## config.mk

```make
export PLATFORM = sky130hd
export DESIGN_NAME = sd_read_top
export DESIGN_NICKNAME = d
export VERILOG_FILES = /design/src/sd_pkg.sv /design/src/crc16_read.sv /design/src/dat_read.sv /design/src/multi_block_read.sv /design/src/rx_word_fifo.sv /design/src/sd_read_top.sv
export SDC_FILE = /design/constraint.sdc
export NUM_CORES = 1
export LEC_CHECK = 0
export BUFFER_PORTS_ARGS = -buffer_cell sky130_fd_sc_hd__buf_2
export CAP_MARGIN = 10
export CORE_AREA = 2 2 172 300
export DETAILED_ROUTE_END_ITERATION = 8
export DIE_AREA = 0 0 174 302
export GPL_TIMING_DRIVEN = 0
export PLACE_DENSITY = 0.71
export SYNTH_ARGS = -nofsm -noshare
export SYNTH_HDL_FRONTEND = slang
export SYNTH_SLANG_ARGS = --single-unit
```

## constraint.sdc

```tcl
create_clock -name sd_clk_i -period 6.5 [get_ports sd_clk_i]
set_input_delay 1.3 -clock sd_clk_i [delete_from_list [all_inputs] [get_ports sd_clk_i]]
set_output_delay 1.3 -clock sd_clk_i [all_outputs]
set_load 0.05 [all_outputs]
```

## src/sd_pkg.sv

```systemverilog
package sd_pkg;

  // Block size is given in bytes
  localparam int unsigned max_block_bit_size = 12;

  // Holds the bit count of a full block plus the 16 CRC cycles
  localparam int unsigned counter_width = max_block_bit_size + 4;

  // Number of blocks in one multi-block read
  localparam int unsigned block_count_width = 8;

  // Receive word FIFO, depth must stay a power of two
  localparam int unsigned fifo_depth = 16;
  localparam int unsigned fifo_addr_width = $clog2(fifo_depth);

  // Receiver states
  typedef enum logic [2:0] {
    idle,
    ready,
    dat,
    crc,
    end_bit
  } dat_rx_state_e;

endpackage

```

## src/crc16_read.sv

```systemverilog
`timescale 1ns/1ns

module crc16_read
  import sd_pkg::*;
(
  input  logic        sd_clk_i,
  input  logic        reset_i,
  input  logic        clear_i,
  input  logic        dat_ser_i,
  output logic [15:0] crc16_o
);

  // CCITT polynomial x^16 + x^12 + x^5 + 1
  localparam logic [15:0] poly = 16'h1021;

  logic [15:0] remainder_q;
  logic [15:0] remainder_d;
  logic        feedback;

  // Data and the received CRC both go through the divider,
  // so a good block leaves nothing behind
  assign feedback = remainder_q[15] ^ dat_ser_i;

  always_comb begin
    remainder_d = {remainder_q[14:0], 1'b0};
    if (feedback) begin
      remainder_d = remainder_d ^ poly;
    end
  end

  always_ff @(posedge sd_clk_i) begin
    if (reset_i) begin
      remainder_q <= '0;
    end else if (clear_i) begin
      remainder_q <= '0;
    end else begin
      remainder_q <= remainder_d;
    end
  end

  assign crc16_o = remainder_q;

endmodule

```

## src/dat_read.sv

```systemverilog
`timescale 1ns/1ns

module dat_read
  import sd_pkg::*;
(
  input  logic                          sd_clk_i,
  input  logic                          reset_i,
  input  logic [3:0]                    dat_i,
  input  logic                          start_i,
  // Block size in bytes
  input  logic [max_block_bit_size-1:0] block_size_i,
  input  logic                          bus_width_is_4_i,
  output logic                          data_valid_o,
  output logic [31:0]                   data_o,
  output logic                          done_o,
  // Error flags only mean something while done_o is high
  output logic                          crc_err_o,
  output logic                          end_bit_err_o
);

  dat_rx_state_e state_q;
  dat_rx_state_e state_d;

  logic [counter_width-1:0] counter_q;
  logic [counter_width-1:0] counter_d;
  logic [counter_width-1:0] data_cycles;
  logic [counter_width-1:0] last_crc_cycle;

  logic [31:0] buildup_q;
  logic [31:0] buildup_d;
  logic [7:0]  byte_q;
  logic [7:0]  byte_d;
  logic [7:0]  byte_next;
  logic        byte_done;
  logic [1:0]  lane;
  logic        start_bit;

  logic       clear_crc;
  logic [3:0] crc_line_err;

  // Data phase length: 2 cycles per byte on 4 lines, 8 cycles on one
  assign data_cycles = bus_width_is_4_i ? {3'b000, block_size_i, 1'b0}
                                        : {1'b0, block_size_i, 3'b000};
  assign last_crc_cycle = data_cycles + counter_width'(15);

  assign start_bit = bus_width_is_4_i ? (dat_i == 4'b0000) : !dat_i[0];

  // Bytes come in MSB first, a nibble or a bit at a time
  assign byte_next = bus_width_is_4_i ? {byte_q[3:0], dat_i} : {byte_q[6:0], dat_i[0]};
  assign byte_done = bus_width_is_4_i ? counter_q[0] : (counter_q[2:0] == 3'b111);

  // Byte position inside the current word
  assign lane = bus_width_is_4_i ? counter_q[2:1] : counter_q[4:3];

  always_comb begin
    state_d = state_q;
    unique case (state_q)
      idle: begin
        if (start_i) begin
          state_d = ready;
        end
      end
      ready: begin
        if (start_bit) begin
          state_d = dat;
        end
      end
      dat: begin
        if (counter_q + 1'b1 == data_cycles) begin
          state_d = crc;
        end
      end
      crc: begin
        if (counter_q == last_crc_cycle) begin
          state_d = end_bit;
        end
      end
      end_bit: state_d = idle;
      default: state_d = idle;
    endcase
  end

  always_comb begin
    counter_d     = counter_q;
    buildup_d     = buildup_q;
    byte_d        = byte_q;
    clear_crc     = 1'b0;
    data_valid_o  = 1'b0;
    data_o        = '0;
    done_o        = 1'b0;
    crc_err_o     = 1'b0;
    end_bit_err_o = 1'b0;

    unique case (state_q)
      ready: begin
        // Keep the CRC cleared until the start bit has passed
        counter_d = '0;
        buildup_d = '0;
        clear_crc = 1'b1;
      end
      dat: begin
        counter_d = counter_q + 1'b1;
        byte_d    = byte_next;
        if (byte_done) begin
          if (lane == 2'd3) begin
            // Last byte of the word goes straight out with the rest
            data_valid_o = 1'b1;
            data_o       = {byte_next, buildup_q[23:0]};
            buildup_d    = '0;
          end else begin
            buildup_d[{lane, 3'b000} +: 8] = byte_next;
          end
        end
      end
      crc: begin
        counter_d = counter_q + 1'b1;
        // Partial word, upper bytes are still zero from the last clear
        if (counter_q == data_cycles && block_size_i[1:0] != 2'b00) begin
          data_valid_o = 1'b1;
          data_o       = buildup_q;
          buildup_d    = '0;
        end
      end
      end_bit: begin
        done_o        = 1'b1;
        crc_err_o     = bus_width_is_4_i ? |crc_line_err : crc_line_err[0];
        end_bit_err_o = bus_width_is_4_i ? (dat_i != 4'b1111) : !dat_i[0];
      end
      default: ;
    endcase
  end

  always_ff @(posedge sd_clk_i) begin
    if (reset_i) begin
      state_q   <= idle;
      counter_q <= '0;
    end else begin
      state_q   <= state_d;
      counter_q <= counter_d;
    end
  end

  always_ff @(posedge sd_clk_i) begin
    buildup_q <= buildup_d;
    byte_q    <= byte_d;
  end

  // One checker per line; unused lines in 1-bit mode are ignored
  for (genvar i = 0; i < 4; i++) begin : g_crc_line
    logic [15:0] remainder;

    crc16_read crc16_read_inst (
      .sd_clk_i  (sd_clk_i),
      .reset_i   (reset_i),
      .clear_i   (clear_crc),
      .dat_ser_i (dat_i[i]),
      .crc16_o   (remainder)
    );

    assign crc_line_err[i] = (remainder != 16'h0000);
  end

  a_valid_in_data_phase: assert property (
    @(posedge sd_clk_i) disable iff (reset_i)
    data_valid_o |-> (state_q inside {dat, crc})
  );

  a_done_single_cycle: assert property (
    @(posedge sd_clk_i) disable iff (reset_i)
    done_o |=> !done_o
  );

endmodule

```

## src/multi_block_read.sv

```systemverilog
`timescale 1ns/1ns

module multi_block_read
  import sd_pkg::*;
(
  input  logic                         sd_clk_i,
  input  logic                         reset_i,
  input  logic                         start_i,
  input  logic [block_count_width-1:0] block_count_i,
  input  logic                         blk_done_i,
  input  logic                         blk_crc_err_i,
  input  logic                         blk_end_bit_err_i,
  output logic                         blk_start_o,
  output logic                         busy_o,
  output logic                         done_o,
  output logic                         crc_err_o,
  output logic                         end_bit_err_o
);

  logic [block_count_width-1:0] remaining_q;
  logic                         last_block;
  logic                         blk_start_q;
  logic                         busy_q;
  logic                         done_q;
  logic                         crc_err_q;
  logic                         end_bit_err_q;

  assign last_block = (remaining_q == block_count_width'(1));

  always_ff @(posedge sd_clk_i) begin
    if (reset_i) begin
      remaining_q <= '0;
      blk_start_q <= 1'b0;
      busy_q      <= 1'b0;
      done_q      <= 1'b0;
    end else begin
      blk_start_q <= 1'b0;
      done_q      <= 1'b0;
      if (start_i) begin
        remaining_q <= block_count_i;
        blk_start_q <= 1'b1;
        busy_q      <= 1'b1;
      end else if (blk_done_i) begin
        remaining_q <= remaining_q - 1'b1;
        // Errors do not stop the read, every block is received
        if (last_block) begin
          done_q <= 1'b1;
        end else begin
          blk_start_q <= 1'b1;
        end
      end else if (done_q) begin
        // Busy covers the done cycle and drops right after
        busy_q <= 1'b0;
      end
    end
  end

  // Sticky over the whole read
  always_ff @(posedge sd_clk_i) begin
    if (reset_i) begin
      crc_err_q     <= 1'b0;
      end_bit_err_q <= 1'b0;
    end else if (start_i) begin
      crc_err_q     <= 1'b0;
      end_bit_err_q <= 1'b0;
    end else if (blk_done_i) begin
      crc_err_q     <= crc_err_q | blk_crc_err_i;
      end_bit_err_q <= end_bit_err_q | blk_end_bit_err_i;
    end
  end

  assign blk_start_o   = blk_start_q;
  assign busy_o        = busy_q;
  assign done_o        = done_q;
  assign crc_err_o     = crc_err_q;
  assign end_bit_err_o = end_bit_err_q;

  a_blk_done_while_busy: assert property (
    @(posedge sd_clk_i) disable iff (reset_i)
    blk_done_i |-> busy_o
  );

endmodule

```

## src/rx_word_fifo.sv

```systemverilog
`timescale 1ns/1ns

module rx_word_fifo
  import sd_pkg::*;
(
  input  logic        sd_clk_i,
  input  logic        reset_i,
  input  logic        clear_i,
  input  logic        push_i,
  input  logic [31:0] push_data_i,
  input  logic        pop_i,
  output logic [31:0] pop_data_o,
  output logic        valid_o,
  output logic        overflow_o
);

  logic [31:0] mem [fifo_depth];

  logic [fifo_addr_width-1:0] wr_ptr_q;
  logic [fifo_addr_width-1:0] rd_ptr_q;
  logic [fifo_addr_width:0]   count_q;
  logic                       overflow_q;
  logic                       full;
  logic                       do_push;
  logic                       do_pop;

  // Depth is a power of two, so the top count bit means full
  assign full = count_q[fifo_addr_width];

  // A pop in the same cycle frees the slot for a push on a full FIFO
  assign do_pop  = pop_i && valid_o;
  assign do_push = push_i && (!full || do_pop);

  always_ff @(posedge sd_clk_i) begin
    if (reset_i || clear_i) begin
      wr_ptr_q   <= '0;
      rd_ptr_q   <= '0;
      count_q    <= '0;
      overflow_q <= 1'b0;
    end else begin
      if (do_push) begin
        wr_ptr_q <= wr_ptr_q + 1'b1;
      end
      if (do_pop) begin
        rd_ptr_q <= rd_ptr_q + 1'b1;
      end
      if (do_push && !do_pop) begin
        count_q <= count_q + 1'b1;
      end else if (do_pop && !do_push) begin
        count_q <= count_q - 1'b1;
      end
      // The card cannot wait, the word is lost
      if (push_i && !do_push) begin
        overflow_q <= 1'b1;
      end
    end
  end

  always_ff @(posedge sd_clk_i) begin
    if (do_push) begin
      mem[wr_ptr_q] <= push_data_i;
    end
  end

  assign pop_data_o = mem[rd_ptr_q];
  assign valid_o    = (count_q != '0);
  assign overflow_o = overflow_q;

  a_pop_only_when_valid: assert property (
    @(posedge sd_clk_i) disable iff (reset_i)
    pop_i |-> valid_o
  );

endmodule

```

## src/sd_read_top.sv

```systemverilog
`timescale 1ns/1ns

module sd_read_top
  import sd_pkg::*;
(
  input  logic                          sd_clk_i,
  input  logic                          reset_i,
  // Card side, lines idle high
  input  logic [3:0]                    dat_i,
  // Host control, held stable for the whole read
  input  logic                          start_i,
  input  logic [block_count_width-1:0]  block_count_i,
  input  logic [max_block_bit_size-1:0] block_size_i,
  input  logic                          bus_width_is_4_i,
  // Host status
  output logic                          busy_o,
  output logic                          done_o,
  output logic                          crc_err_o,
  output logic                          end_bit_err_o,
  // Received words
  output logic                          word_valid_o,
  output logic [31:0]                   word_o,
  input  logic                          word_pop_i,
  output logic                          overflow_o
);

  logic        blk_start;
  logic        blk_done;
  logic        blk_crc_err;
  logic        blk_end_bit_err;
  logic        data_valid;
  logic [31:0] data;

  multi_block_read multi_block_read_inst (
    .sd_clk_i          (sd_clk_i),
    .reset_i           (reset_i),
    .start_i           (start_i),
    .block_count_i     (block_count_i),
    .blk_done_i        (blk_done),
    .blk_crc_err_i     (blk_crc_err),
    .blk_end_bit_err_i (blk_end_bit_err),
    .blk_start_o       (blk_start),
    .busy_o            (busy_o),
    .done_o            (done_o),
    .crc_err_o         (crc_err_o),
    .end_bit_err_o     (end_bit_err_o)
  );

  dat_read dat_read_inst (
    .sd_clk_i         (sd_clk_i),
    .reset_i          (reset_i),
    .dat_i            (dat_i),
    .start_i          (blk_start),
    .block_size_i     (block_size_i),
    .bus_width_is_4_i (bus_width_is_4_i),
    .data_valid_o     (data_valid),
    .data_o           (data),
    .done_o           (blk_done),
    .crc_err_o        (blk_crc_err),
    .end_bit_err_o    (blk_end_bit_err)
  );

  // A new read also flushes leftover words and the overflow flag
  rx_word_fifo rx_word_fifo_inst (
    .sd_clk_i    (sd_clk_i),
    .reset_i     (reset_i),
    .clear_i     (start_i),
    .push_i      (data_valid),
    .push_data_i (data),
    .pop_i       (word_pop_i),
    .pop_data_o  (word_o),
    .valid_o     (word_valid_o),
    .overflow_o  (overflow_o)
  );

endmodule

```

---- Word-level counts from Yosys, hierarchy flattened ----
Memories as Yosys holds them, arrays and structs flattened. A register that Yosys moved wholly into a read port is not among the register bits.
Cells that the tools add are included.
operators by class
  add/sub/neg operators ................... 8
  equal/unequal tests ..................... 18
  shifts and indexed selects .............. 2
  reductions and logical operators ........ 37
  bitwise gates (word level) .............. 15
  multiplexer cells ....................... 49
operators by type and width
  cell                                                   count
  2-to-1 mux 32 bit                                      6
  case mux 32 bit (3 select lines)                       1
  case mux 32 bit (2 select lines)                       1
  nonzero test 16 bit                                    4
  2-to-1 mux 13 bit                                      4
  == test 16 bit                                         3
  bitwise mux 32 bit                                     1
  case mux 16 bit (2 select lines)                       1
  variable shift 8 x 7 -> 32 bit (first input constant)  1
  indexed part select 8 x 7 -> 32 bit                    1
  2-to-1 mux 8 bit                                       3
  2-to-1 mux 1 bit                                       20
  adder 16 x 1 -> 16 bit (second input constant)         1
  adder 16 x 4 -> 16 bit (second input constant)         1
  2-to-1 mux 15 bit                                      1
  OR reduction 3 bit                                     5
  2-to-1 mux 3 bit                                       4
  NOT 3 bit                                              4
  case mux 3 bit (4 select lines)                        1
  2-to-1 mux 5 bit                                       2
  != test 2 x 1 -> 1 bit (second input constant)         5
  nonzero test 2 bit                                     5
  adder 4 x 1 -> 4 bit (second input constant)           2
  == test 8 x 1 -> 1 bit (second input constant)         1
  28 further kinds                                       51
word-level totals
  RAM bits ................................ 512
  bits in registers ....................... 149
  input bits .............................. 29
  memories kept ........................... 1
memories
  name                   depth  width  rd ports  clocked after memory_dff  wr ports  RTL line            source
  rx_word_fifo_inst.mem  16     32     1         1                         1         rx_word_fifo.sv:17  logic [31:0] mem [fifo_depth];

---- Logic depth before layout (Yosys ltp) ----
Gate-level depths: netlist (run 1).
  word-level depth ........................ 10
  gate-level depth with buffers ........... 22

---- Hierarchy ----
From an unflattened synthesis (run 1), not the netlist that was laid out.
unflattened totals
  cell total of the unflattened synthesis .. 1711
  area, all modules ....................... 27651.5 um^2
modules (own cells, without submodules)
  module            seq. area each (um^2)  times used  area an instance (um^2)  cells an instance
  rx_word_fifo      15735.1                1           20045.5                  899
  dat_read          1551.5                 1           4619.4                   529
  crc16_read        320.3                  4           583.1                    52
  multi_block_read  260.2                  1           654.4                    75

---- Worst setup path after synthesis (run 1) ----
Ideal clock, no wire load.
  kind .................................... in2reg
  start point ............................. input port block_size_i[6]
  end point ............................... register dat_read_inst.buildup_q[0] (enable)
  buffers on the path ..................... 1
  setup slack ............................. 1.052 ns
  stages .................................. 7
  required time ........................... 6.039 ns
  data arrival time ....................... 4.987 ns
  setup time .............................. 0.461 ns
  cell sequence ........................... buf_2 -> mux2i_2 -> xnor2_1 -> a2111o_1 -> or3_1 -> o211a_1 -> nor3_1
on the way
  longest elaborated chain between the ends .. 5
ends and longest elaborated chain
  element                                  RTL line           source
  start, declared                          sd_read_top.sv:13  input logic [max_block_bit_size-1:0] block_size_i,
  2-to-1 mux 15 bit                        dat_read.sv:42     assign data_cycles = bus_width_is_4_i ? {3'b000, block_size_i, 1'b0}
  == test 16 bit                           dat_read.sv:118    if (counter_q == data_cycles && block_size_i[1:0] != 2'b00) begin
  logical AND 1 bit                        dat_read.sv:118
  != test 2 x 1 -> 1 bit (no source line)  -
  AND reduction 3 bit (no source line)     -
  end signal, assigned                     dat_read.sv:144    buildup_q <= buildup_d;
  end, declared                            dat_read.sv:29     logic [31:0] buildup_q;
Every way passes these cells.
A chain may end at the register's enable or synchronous reset.

---- Final worst setup path (run 1) ----
  start point ............................. input port bus_width_is_4_i
  end point ............................... register rx_word_fifo_inst.count_q[4]
on the way
  longest elaborated chain between the ends .. 9
  elaborated cells between the ends (all ways) .. 16
ends and longest elaborated chain
  element                                                       RTL line                          source
  start, declared                                               sd_read_top.sv:14                 input logic bus_width_is_4_i,
  2-to-1 mux 15 bit / 2-to-1 mux 2 bit (equally long branches)  dat_read.sv:42, dat_read.sv:53
  == test 16 bit / == test 2 bit (equally long branches)        dat_read.sv:118, dat_read.sv:105
  logical AND 1 bit / 2-to-1 mux 1 bit (equally long branches)  dat_read.sv:118, dat_read.sv:105
  2-to-1 mux 1 bit, on equally long branches                    dat_read.sv:118, dat_read.sv:104
  case mux 1 bit (2 select lines) (*)                           dat_read.sv:94                    unique case (state_q)
  logical AND 1 bit (*)                                         rx_word_fifo.sv:32                assign do_push = push_i && (!full || do_pop);
  named net rx_word_fifo_inst.do_push                           rx_word_fifo.sv:24                logic do_push;
  logical NOT 1 bit                                             rx_word_fifo.sv:49                end else if (do_pop && !do_push) begin
  logical AND 1 bit                                             rx_word_fifo.sv:49
  nonzero test 2 bit (no source line)                           -
  end signal, assigned                                          rx_word_fifo.sv:48                count_q <= count_q + 1'b1;
  end signal, assigned                                          rx_word_fifo.sv:50                count_q <= count_q - 1'b1;
  end, declared                                                 rx_word_fifo.sv:21                logic [fifo_addr_width:0] count_q;
Mark *: on every way through the listed nets, which the timed path passes. The rest lies on a longest branch.

==> results of run 1 <==
-- critical path, cell delays in order --
cell and delay [ns]:
buf_2 0.16, buf_6 0.19, buf_4 0.20, buf_4 0.21
buf_6 0.15, buf_4 0.20, clkbuf_1 0.55, mux2i_1 0.52
inv_1 0.14, ha_1 0.28, and3_1 0.16, clkbuf_1 0.21
o21a_2 0.31, buf_2 0.18, ha_1 0.26, inv_1 0.17
ha_1 0.27, a21o_1 0.19, a21oi_1 0.18, xnor2_1 0.09
or3_1 0.30, a21oi_1 0.15
-- cells in the mapped netlist (all sizes together) (6+ instances only) --
| library cell | instances |
|---|---|
| nor3 | 21 |
| nor2 | 94 |
| nand4 | 10 |
| nand3 | 33 |
| xor2 | 23 |
| o22ai | 6 |
| mux2 | 11 |
| buf | 28 |
| edfxtp | 551 |
| o21ai | 16 |
| nor4 | 23 |
| or3 | 8 |
| nor2b | 30 |
| inv | 16 |
| nand2 | 38 |
| dfxtp | 114 |
| and2 | 92 |
| a22o | 9 |
| xnor2 | 33 |
| mux2i | 17 |
| a21oi | 60 |
| mux4 | 160 |
| and3 | 30 |
| ha | 20 |
| or2 | 6 |
| clkbuf | 66 |
| nand2b | 12 |
-- logic make-up (layout without fill, tap and decap cells) --
family | after synthesis | count (layout) | synth area share
buffers and inverters | 111 | 292 | 0.01684
and+or+nand+nor | 416 | 416 | 0.08319
DFF | 665 | 665 | 0.6924
AOI/OAI and AO/OA | 147 | 147 | 0.03589
adders and majority gates | 21 | 21 | 0.009938
muxes | 188 | 188 | 0.1437
xor gates and xnor gates | 56 | 56 | 0.01804
-- report_power, final --
group	total [mW]	leakage [nW]	switching, mW	internal (mW)
registers	4.59	5.54	0.0167	4.58
logic	0.223	3.10	0.137	0.0862
clock network	3.46	0.938	1.52	1.93
total	8.27	9.58	1.68	6.60
-- how the worst max path moves through the flow --
| stage | start | end | depth (start not counted) |
|---|---|---|---|
| after floorplan | block_size_i[6] | dat_read_inst.buildup_q[0] | 7 |
| after global placement | bus_width_is_4_i | rx_word_fifo_inst.mem[15][18] | 15 |
| after detailed placement | bus_width_is_4_i | rx_word_fifo_inst.count_q[4] | 22 |
| after CTS | bus_width_is_4_i | rx_word_fifo_inst.count_q[4] | 22 |
| after global routing | bus_width_is_4_i | rx_word_fifo_inst.count_q[4] | 22 |
| final | bus_width_is_4_i | rx_word_fifo_inst.count_q[4] | 22 |
-- registers in the layout (all words and copies together) (netlist names), named ones only --
| name | flops |
|---|---|
| rx_word_fifo_inst.mem | 512 |
| dat_read_inst.g_crc_line.crc16_read_inst.crc16_o | 64 |
| dat_read_inst.buildup_q | 32 |
| dat_read_inst.counter_q | 16 |
| multi_block_read_inst.remaining_q | 8 |
| dat_read_inst.byte_q | 7 |
| rx_word_fifo_inst.count_q | 5 |
| rx_word_fifo_inst.rd_ptr_q | 4 |
| rx_word_fifo_inst.wr_ptr_q | 4 |
| dat_read_inst.state_q | 3 |
| multi_block_read_inst.blk_start_o | 1 |
| multi_block_read_inst.busy_o | 1 |
| multi_block_read_inst.crc_err_o | 1 |
| multi_block_read_inst.done_o | 1 |
| multi_block_read_inst.end_bit_err_o | 1 |
| rx_word_fifo_inst.overflow_o | 1 |
-- cell usage in the layout (no fill, tap or decap), drive strengths merged, types with 5 or more instances in the layout --
cell type,instances
o21a,5
mux2i,17
o21ai,16
clkbuf,133
xnor2,33
bufinv,7
a22o,9
buf,108
and2,92
or3,8
nor3,21
a211oi,5
mux4,160
inv,21
o22ai,6
nand3,33
o211a,5
nor4,23
nand4,10
mux2,11
nor2b,30
nand2b,12
edfxtp,551
a21oi,60
or2,6
ha,20
nor2,94
dfxtp,114
a31oi,5
nand2,38
and3,30
xor2,23
clkinv,22
-- stage by stage --
stage                     TNS [ns]  total power [mW]
after floorplan                  0             4.837
after global placement     -130.39             4.902
after detailed placement         0             4.909
after CTS                        0             8.311
after global routing             0             8.485
final                            0             8.273
-- area by class of cell --
type | count | area share
Sequential cell | 665 | 0.6154
Clock inverter | 34 | 0.01276
Clock buffer | 67 | 0.04908
Multi-Input combinational cell | 828 | 0.2593
Buffer | 94 | 0.01288
Timing Repair Buffer | 80 | 0.02123
Tap cell | 666 | 0.02724
Inverter | 17 | 0.002086
-- layer usage --
| metal | vias up | share of wire | routed length [µm] |
|---|---|---|---|
| met4 | 0 | 0.034 | 2102 |
| met3 | 129 | 0.052 | 3231 |
| met1 | 7772 | 0.37 | 23100 |
| li1 | 6560 | - | - |
| met2 | 538 | 0.55 | 34250 |
| met5 | - | 0 | 0 |
==> results.md, run 1 <==
* Utilization after layout at 0.6096
* RSZ-0062 raised after global routing: false
* Pwr dens at 270.4 mW/mm²
* Register clock-pin slew on the reported worst setup and hold paths at 0.07 ns
* Clock latency on the worst-skew pair at between 0.6 and 0.7 ns
* Fin. max-slew vios at 0
* Post-layout nets at between 1500 and 2000
* Cells after Synth at 1604
* Antenna viol nets, final at 0
* Clock sinks at between 600 and 700
* Flops & latches, synth at 665
* Synth cell types at 71
* Die Wd at 174 µm
* Drt drc at 0
* Final min period at 5.844 ns
* Tot GR Track Use at 0.2416
* Crit path kind: in2reg
* Setup WS pre-CTS at roughly 0.065 ns
* Top post-synthesis cells by area: edfxtp_1, mux4_2, dfxtp_1
* Leak pwr at 9.582 nW
* Layout Skew at 0.03631 ns
* Critical path arrival at 6.38 ns
* Yosys warnings at 0
* Mapped cell area at approximately 0.027 mm²
* Die height at 302 µm
* GR Util met2 at 0.4503
* Endpoints failing hold at 0
* DRT iter0 DRCs at 1343
* Post-detail-place hpwl at 39630 µm
* Status: finished clean
* Fmax at 171.1 MHz
* Worst vdd ir at between 0.2 and 0.25 mV
* CTS tree: done
* CORE AREA at 0.05019 mm²
* Post-CTS Setup Bufs at 0
* Hold Buf Count CTS at 0
* RD Place Congestion at 0.8558
* Worst r2r src: dat_read_inst.counter_q[14]
* Post-synth EDFFs at 551
* Sequential cell area at 0.01883 mm²
* CTS resizes at 0
* Met3 usage in global routing at 0.02878
* Total number of vias at 14999
* # Max-Cap Violations at 0
* Htree depth at 2
* IO buf count at 62
* Number of global-route vias before repair at 15614
* Starting Density at 0.5418
* Sequential area share after synthesis at 0.6924
* Largest net degree at the start of global routing at 28
* Met1 usage in global routing at 0.2890
* Via/cell ratio at 6.120
* Fillers at 3764
* Critical Path End Type: register
* Final Instance Count excl. Fillers at ~2500
* Syn Area/Cell at 16.95 µm²
* Post-synth top flop: edfxtp_1
* Yosys top cell by area: edfxtp_1
* # rows at 109
* CTS Buf Count at 54
* IO Pins at 67
* Setup slack, reg-to-reg at about 2.3 ns
* GRT busiest layer: met2
* Die area at between 0.05 and 0.06 mm²
* Ant. Diodes at 0
* Placed Instance Area at 0.02870 mm²
* Synth-to-Final Area Change at 12.50%
* Startpoint types: input port
* RR Endpoint: rx_word_fifo_inst.count_q[4]
* GRT Residual Overflow at 0
* Longest Clk Path Bufs at 3
* Max FO, Critical Path at 10
* Pre-Repair DR Iteration Count at 5
* Synth Net Count at 1654
* Final setup fails at 0
* Worst Reg2Reg Path Length in Cells at 16
* Clock root buffer: clkbuf_16
* Wire per inst at 25.58 µm
* Final critical-path share of the clock period at 0.8991
* Initial antenna violation count at 0
* Multi-input logic area at 0.007933 mm²
* Final Cell Area at 0.03059 mm²
* Asr flop ratio synth at 0
* Worst min-delay path class: reg2reg
* Worst-margin pin slew at 1.226 ns
* WP data required at 7.03 ns
* Wirelength, routed at 62690 µm
* Global-route wire length before repair at 94370 µm
* Share of layout cells above drive strength 1 at 0.2146
* Worst hold path depth at 1
* Share of the synthesized area in the top cell type at 0.6084
* Worst hold margin at about 0.45 ns
* Setup ws final at between 0.6 and 0.7 ns
* Dpl cells at about 2400
* Slew margin rel. at 0.1829
Power figures use the tool's default switching activity.
==> inputs of run 2 (changes only) <==
--- a/config.mk
+++ b/config.mk
@@ -7,11 +7,14 @@
 export LEC_CHECK = 0
 export BUFFER_PORTS_ARGS = -buffer_cell sky130_fd_sc_hd__buf_2
 export CAP_MARGIN = 10
-export CORE_AREA = 2 2 172 300
+export CELL_PAD_IN_SITES_DETAIL_PLACEMENT = 1
+export CELL_PAD_IN_SITES_GLOBAL_PLACEMENT = 2
+export CORE_AREA = 2 2 185 324
+export CTS_CLUSTER_SIZE = 28
 export DETAILED_ROUTE_END_ITERATION = 8
-export DIE_AREA = 0 0 174 302
+export DIE_AREA = 0 0 187 326
 export GPL_TIMING_DRIVEN = 0
-export PLACE_DENSITY = 0.71
+export PLACE_DENSITY_LB_ADDON = 0.1
 export SYNTH_ARGS = -nofsm -noshare
 export SYNTH_HDL_FRONTEND = slang
 export SYNTH_SLANG_ARGS = --single-unit
==> results.md, run 2 (same netlist as run 1, synthesis figures left out) <==
* Status: finished clean
* Die height at 326 µm
* Final Cell Area at 0.03082 mm²
* Sequential cell area at ~0.019 mm²
* Share of power burned in registers at 0.549
* Pwr dens at 271.7 mW/mm²
* GRT Residual Overflow at 0
* Fillers at 5533
* Layout Skew at between 0.02 and 0.025 ns
* Worst r2r src: dat_read_inst.state_q[1]
* Worst Reg2Reg Path Length in Cells at 16
* Fin. max-slew vios at 0
* Worst-margin pin slew at between 1 and 1.5 ns
* Internal at between 6 and 7 mW
* Register clock-pin slew on the reported worst setup and hold paths at 0.06 ns
* Drt drc at 0
* Pre-Repair DR Iteration Count at 5
* Global-route wire length before repair at about 100000 µm
* Part of the power in combinational logic at 0.028
* Final setup fails at 0
* Largest net degree at the start of global routing at 27
* CP bufs+invs at 11
* Tot GR Track Use at 0.2322
* # rows at approximately 120
* Die Wd at 187 µm
* Cells along the critical path: buf_2, buf_6, buf_4, buf_4, buf_6, buf_4, clkbuf_1, mux2i_1, inv_1, ha_1, and3_1, clkbuf_1, o21a_2, buf_2, ha_1, inv_1, ha_1, a21o_1, a21oi_1, xnor2_1, or3_1, a21oi_1
* CORE AREA at roughly 0.06 mm²
* Wire per inst at roughly 27 µm
* Clock root buffer: clkbuf_16
* Post-detail-place hpwl at 45900 µm
* Leak pwr at approximately 9.6 nW
* Number of global-route vias before repair at ~16000
* Biggest register: rx_word_fifo_inst.mem
* Clk pwr share at 0.423
* Post-CTS Setup Bufs at 0
* RR Endpoint: rx_word_fifo_inst.count_q[4]
* Crit. Startpoint: bus_width_is_4_i
* RD Place Congestion at 0.7962
* Wirelength, routed at 69100 µm
* Worst vdd ir at 0.2297 mV
* CP max stage delay at 0.54 ns
* Setup ws final at 0.6899 ns
* Setup slack, reg-to-reg at 2.08 ns
* Final min period at 5.810 ns
* Post-layout nets at 1797
* Worst min-delay path class: reg2reg
* Setup WS pre-CTS at -0.03517 ns
* Placed Instance Area at around 0.029 mm²
* Starting Density at 0.4639
* Slew margin rel. at 0.2422
* Multi-input logic area at 0.007933 mm²
* Clock latency on the worst-skew pair at 0.62 ns
* Endpoints failing hold at 0
* Ant. Diodes at 0
* Tot Pwr at 8.376 mW
* Commonest non-fill, non-tap cell in the layout: edfxtp_1
* CTS Buf Count at 59
* Crit path kind: in2reg
* Initial antenna violation count at 0
* Share of layout cells above drive strength 1 at 0.2142
* Total number of vias at roughly 15000
* CTS resizes at 0
* Startpoint types: input port
* CP Depth at 22
* IO Pins at 67
* Switching Power at 1.734 mW
* WP data required at 7.04 ns
* Synth-to-Final Area Change at 13.35%
* RSZ-0062 raised after global routing: false
* Utilization after layout at 0.5259
* Die area at 0.06096 mm²
* Clock sinks at 665
* Via/cell ratio at ~5.8
* Longest Clk Path Bufs at 3
* Critical Path End Type: register
* DRT iter0 DRCs at a little under 900
* Htree depth at 2
* Max reg flops at about 500
* Net Sw Frac at 0.2070
* IO buf count at slightly above 60
* Hold Buf Count CTS at 0
* Antenna viol nets, final at 0
* Fmax at 172.1 MHz
* Most frequent cells in the layout: edfxtp_1, mux4_2, dfxtp_1, nor2_1, and2_1
* Max FO, Critical Path at 10
* # Max-Cap Violations at 0
* CTS tree: done
* CP top delay family: buffers and inverters
* Critical path arrival at 6.35 ns
* CP Capture Point: rx_word_fifo_inst.count_q[4]
* Final critical-path share of the clock period at 0.8939
* CP max-delay cell: clkbuf_1
-- run 2: cell types whose count changed in the layout (fill, tap and decap cells not counted), moves of 2 or more --
cell / delta
buf_6: +2
clkbuf_16: +6
clkinv_1: +6
clkinvlp_4: +4
clkbuf_1: +5
clkbuf_8: -6
-- run 2: through the flow --
step / hold slack (ns) / TNS (ns) / instances
after floorplan: 0.4302 / 0 / 1604
after global placement: 0.4363 / -214.44 / 2446
after detailed placement: 0.4448 / -0.03517 / 2465
after CTS: 0.4635 / 0 / 2576
after global routing: 0.4721 / 0 / 2577
final: 0.4572 / 0 / 2577
-- run 2: area by class of cell --
cell class	instances	area share
Tap cell	780	0.03166
Timing Repair Buffer	82	0.02204
Buffer	94	0.01279
Multi-Input combinational cell	828	0.2574
Sequential cell	665	0.6108
Clock inverter	39	0.01173
Inverter	17	0.002070
Clock buffer	72	0.05151
-- run 2: worst min path at each step --
stage / depth (start not counted) / end / start / slack (ns)
CTS: 1 / register / register / 0.46
detailed placement: 1 / register / register / 0.44
finish: 1 / register / register / 0.46
global placement: 1 / register / register / 0.44
floorplan: 1 / register / register / 0.43
global route: 1 / register / register / 0.47
-- run 2: power groups by stage --
stage | logic [mW] | registers, mW | clock network [mW]
final | 0.231 | 4.60 | 3.55
after global routing | 0.256 | 4.60 | 3.75
after CTS | 0.236 | 4.60 | 3.63
after detailed placement | 0.234 | 4.69 | 0
after global placement | 0.227 | 4.69 | 0
after floorplan | 0.153 | 4.68 | 0
-- run 2: worst reg2reg max path, stage by stage (launching register included) --
cell      delay (ns)
dfxtp_1         0.31
clkbuf_1        0.28
nand2b_1        0.09
clkbuf_1        0.29
nor2_1          0.60
and3_1          0.29
clkbuf_1        0.33
o21a_2          0.27
buf_2           0.22
ha_1            0.29
inv_1           0.13
ha_1            0.32
a21o_1          0.18
a21oi_1         0.19
xnor2_1         0.09
or3_1           0.31
a21oi_1         0.15
-- run 2: layer usage --
metal | routed length, µm | part of all wire | track usage
met1 | 25690 | 0.37 | 0.2626
met2 | 38150 | 0.55 | 0.4401
met5 | 0 | 0 | 0
met4 | 2612 | 0.038 | 0.08885
met3 | 2646 | 0.038 | 0.03243
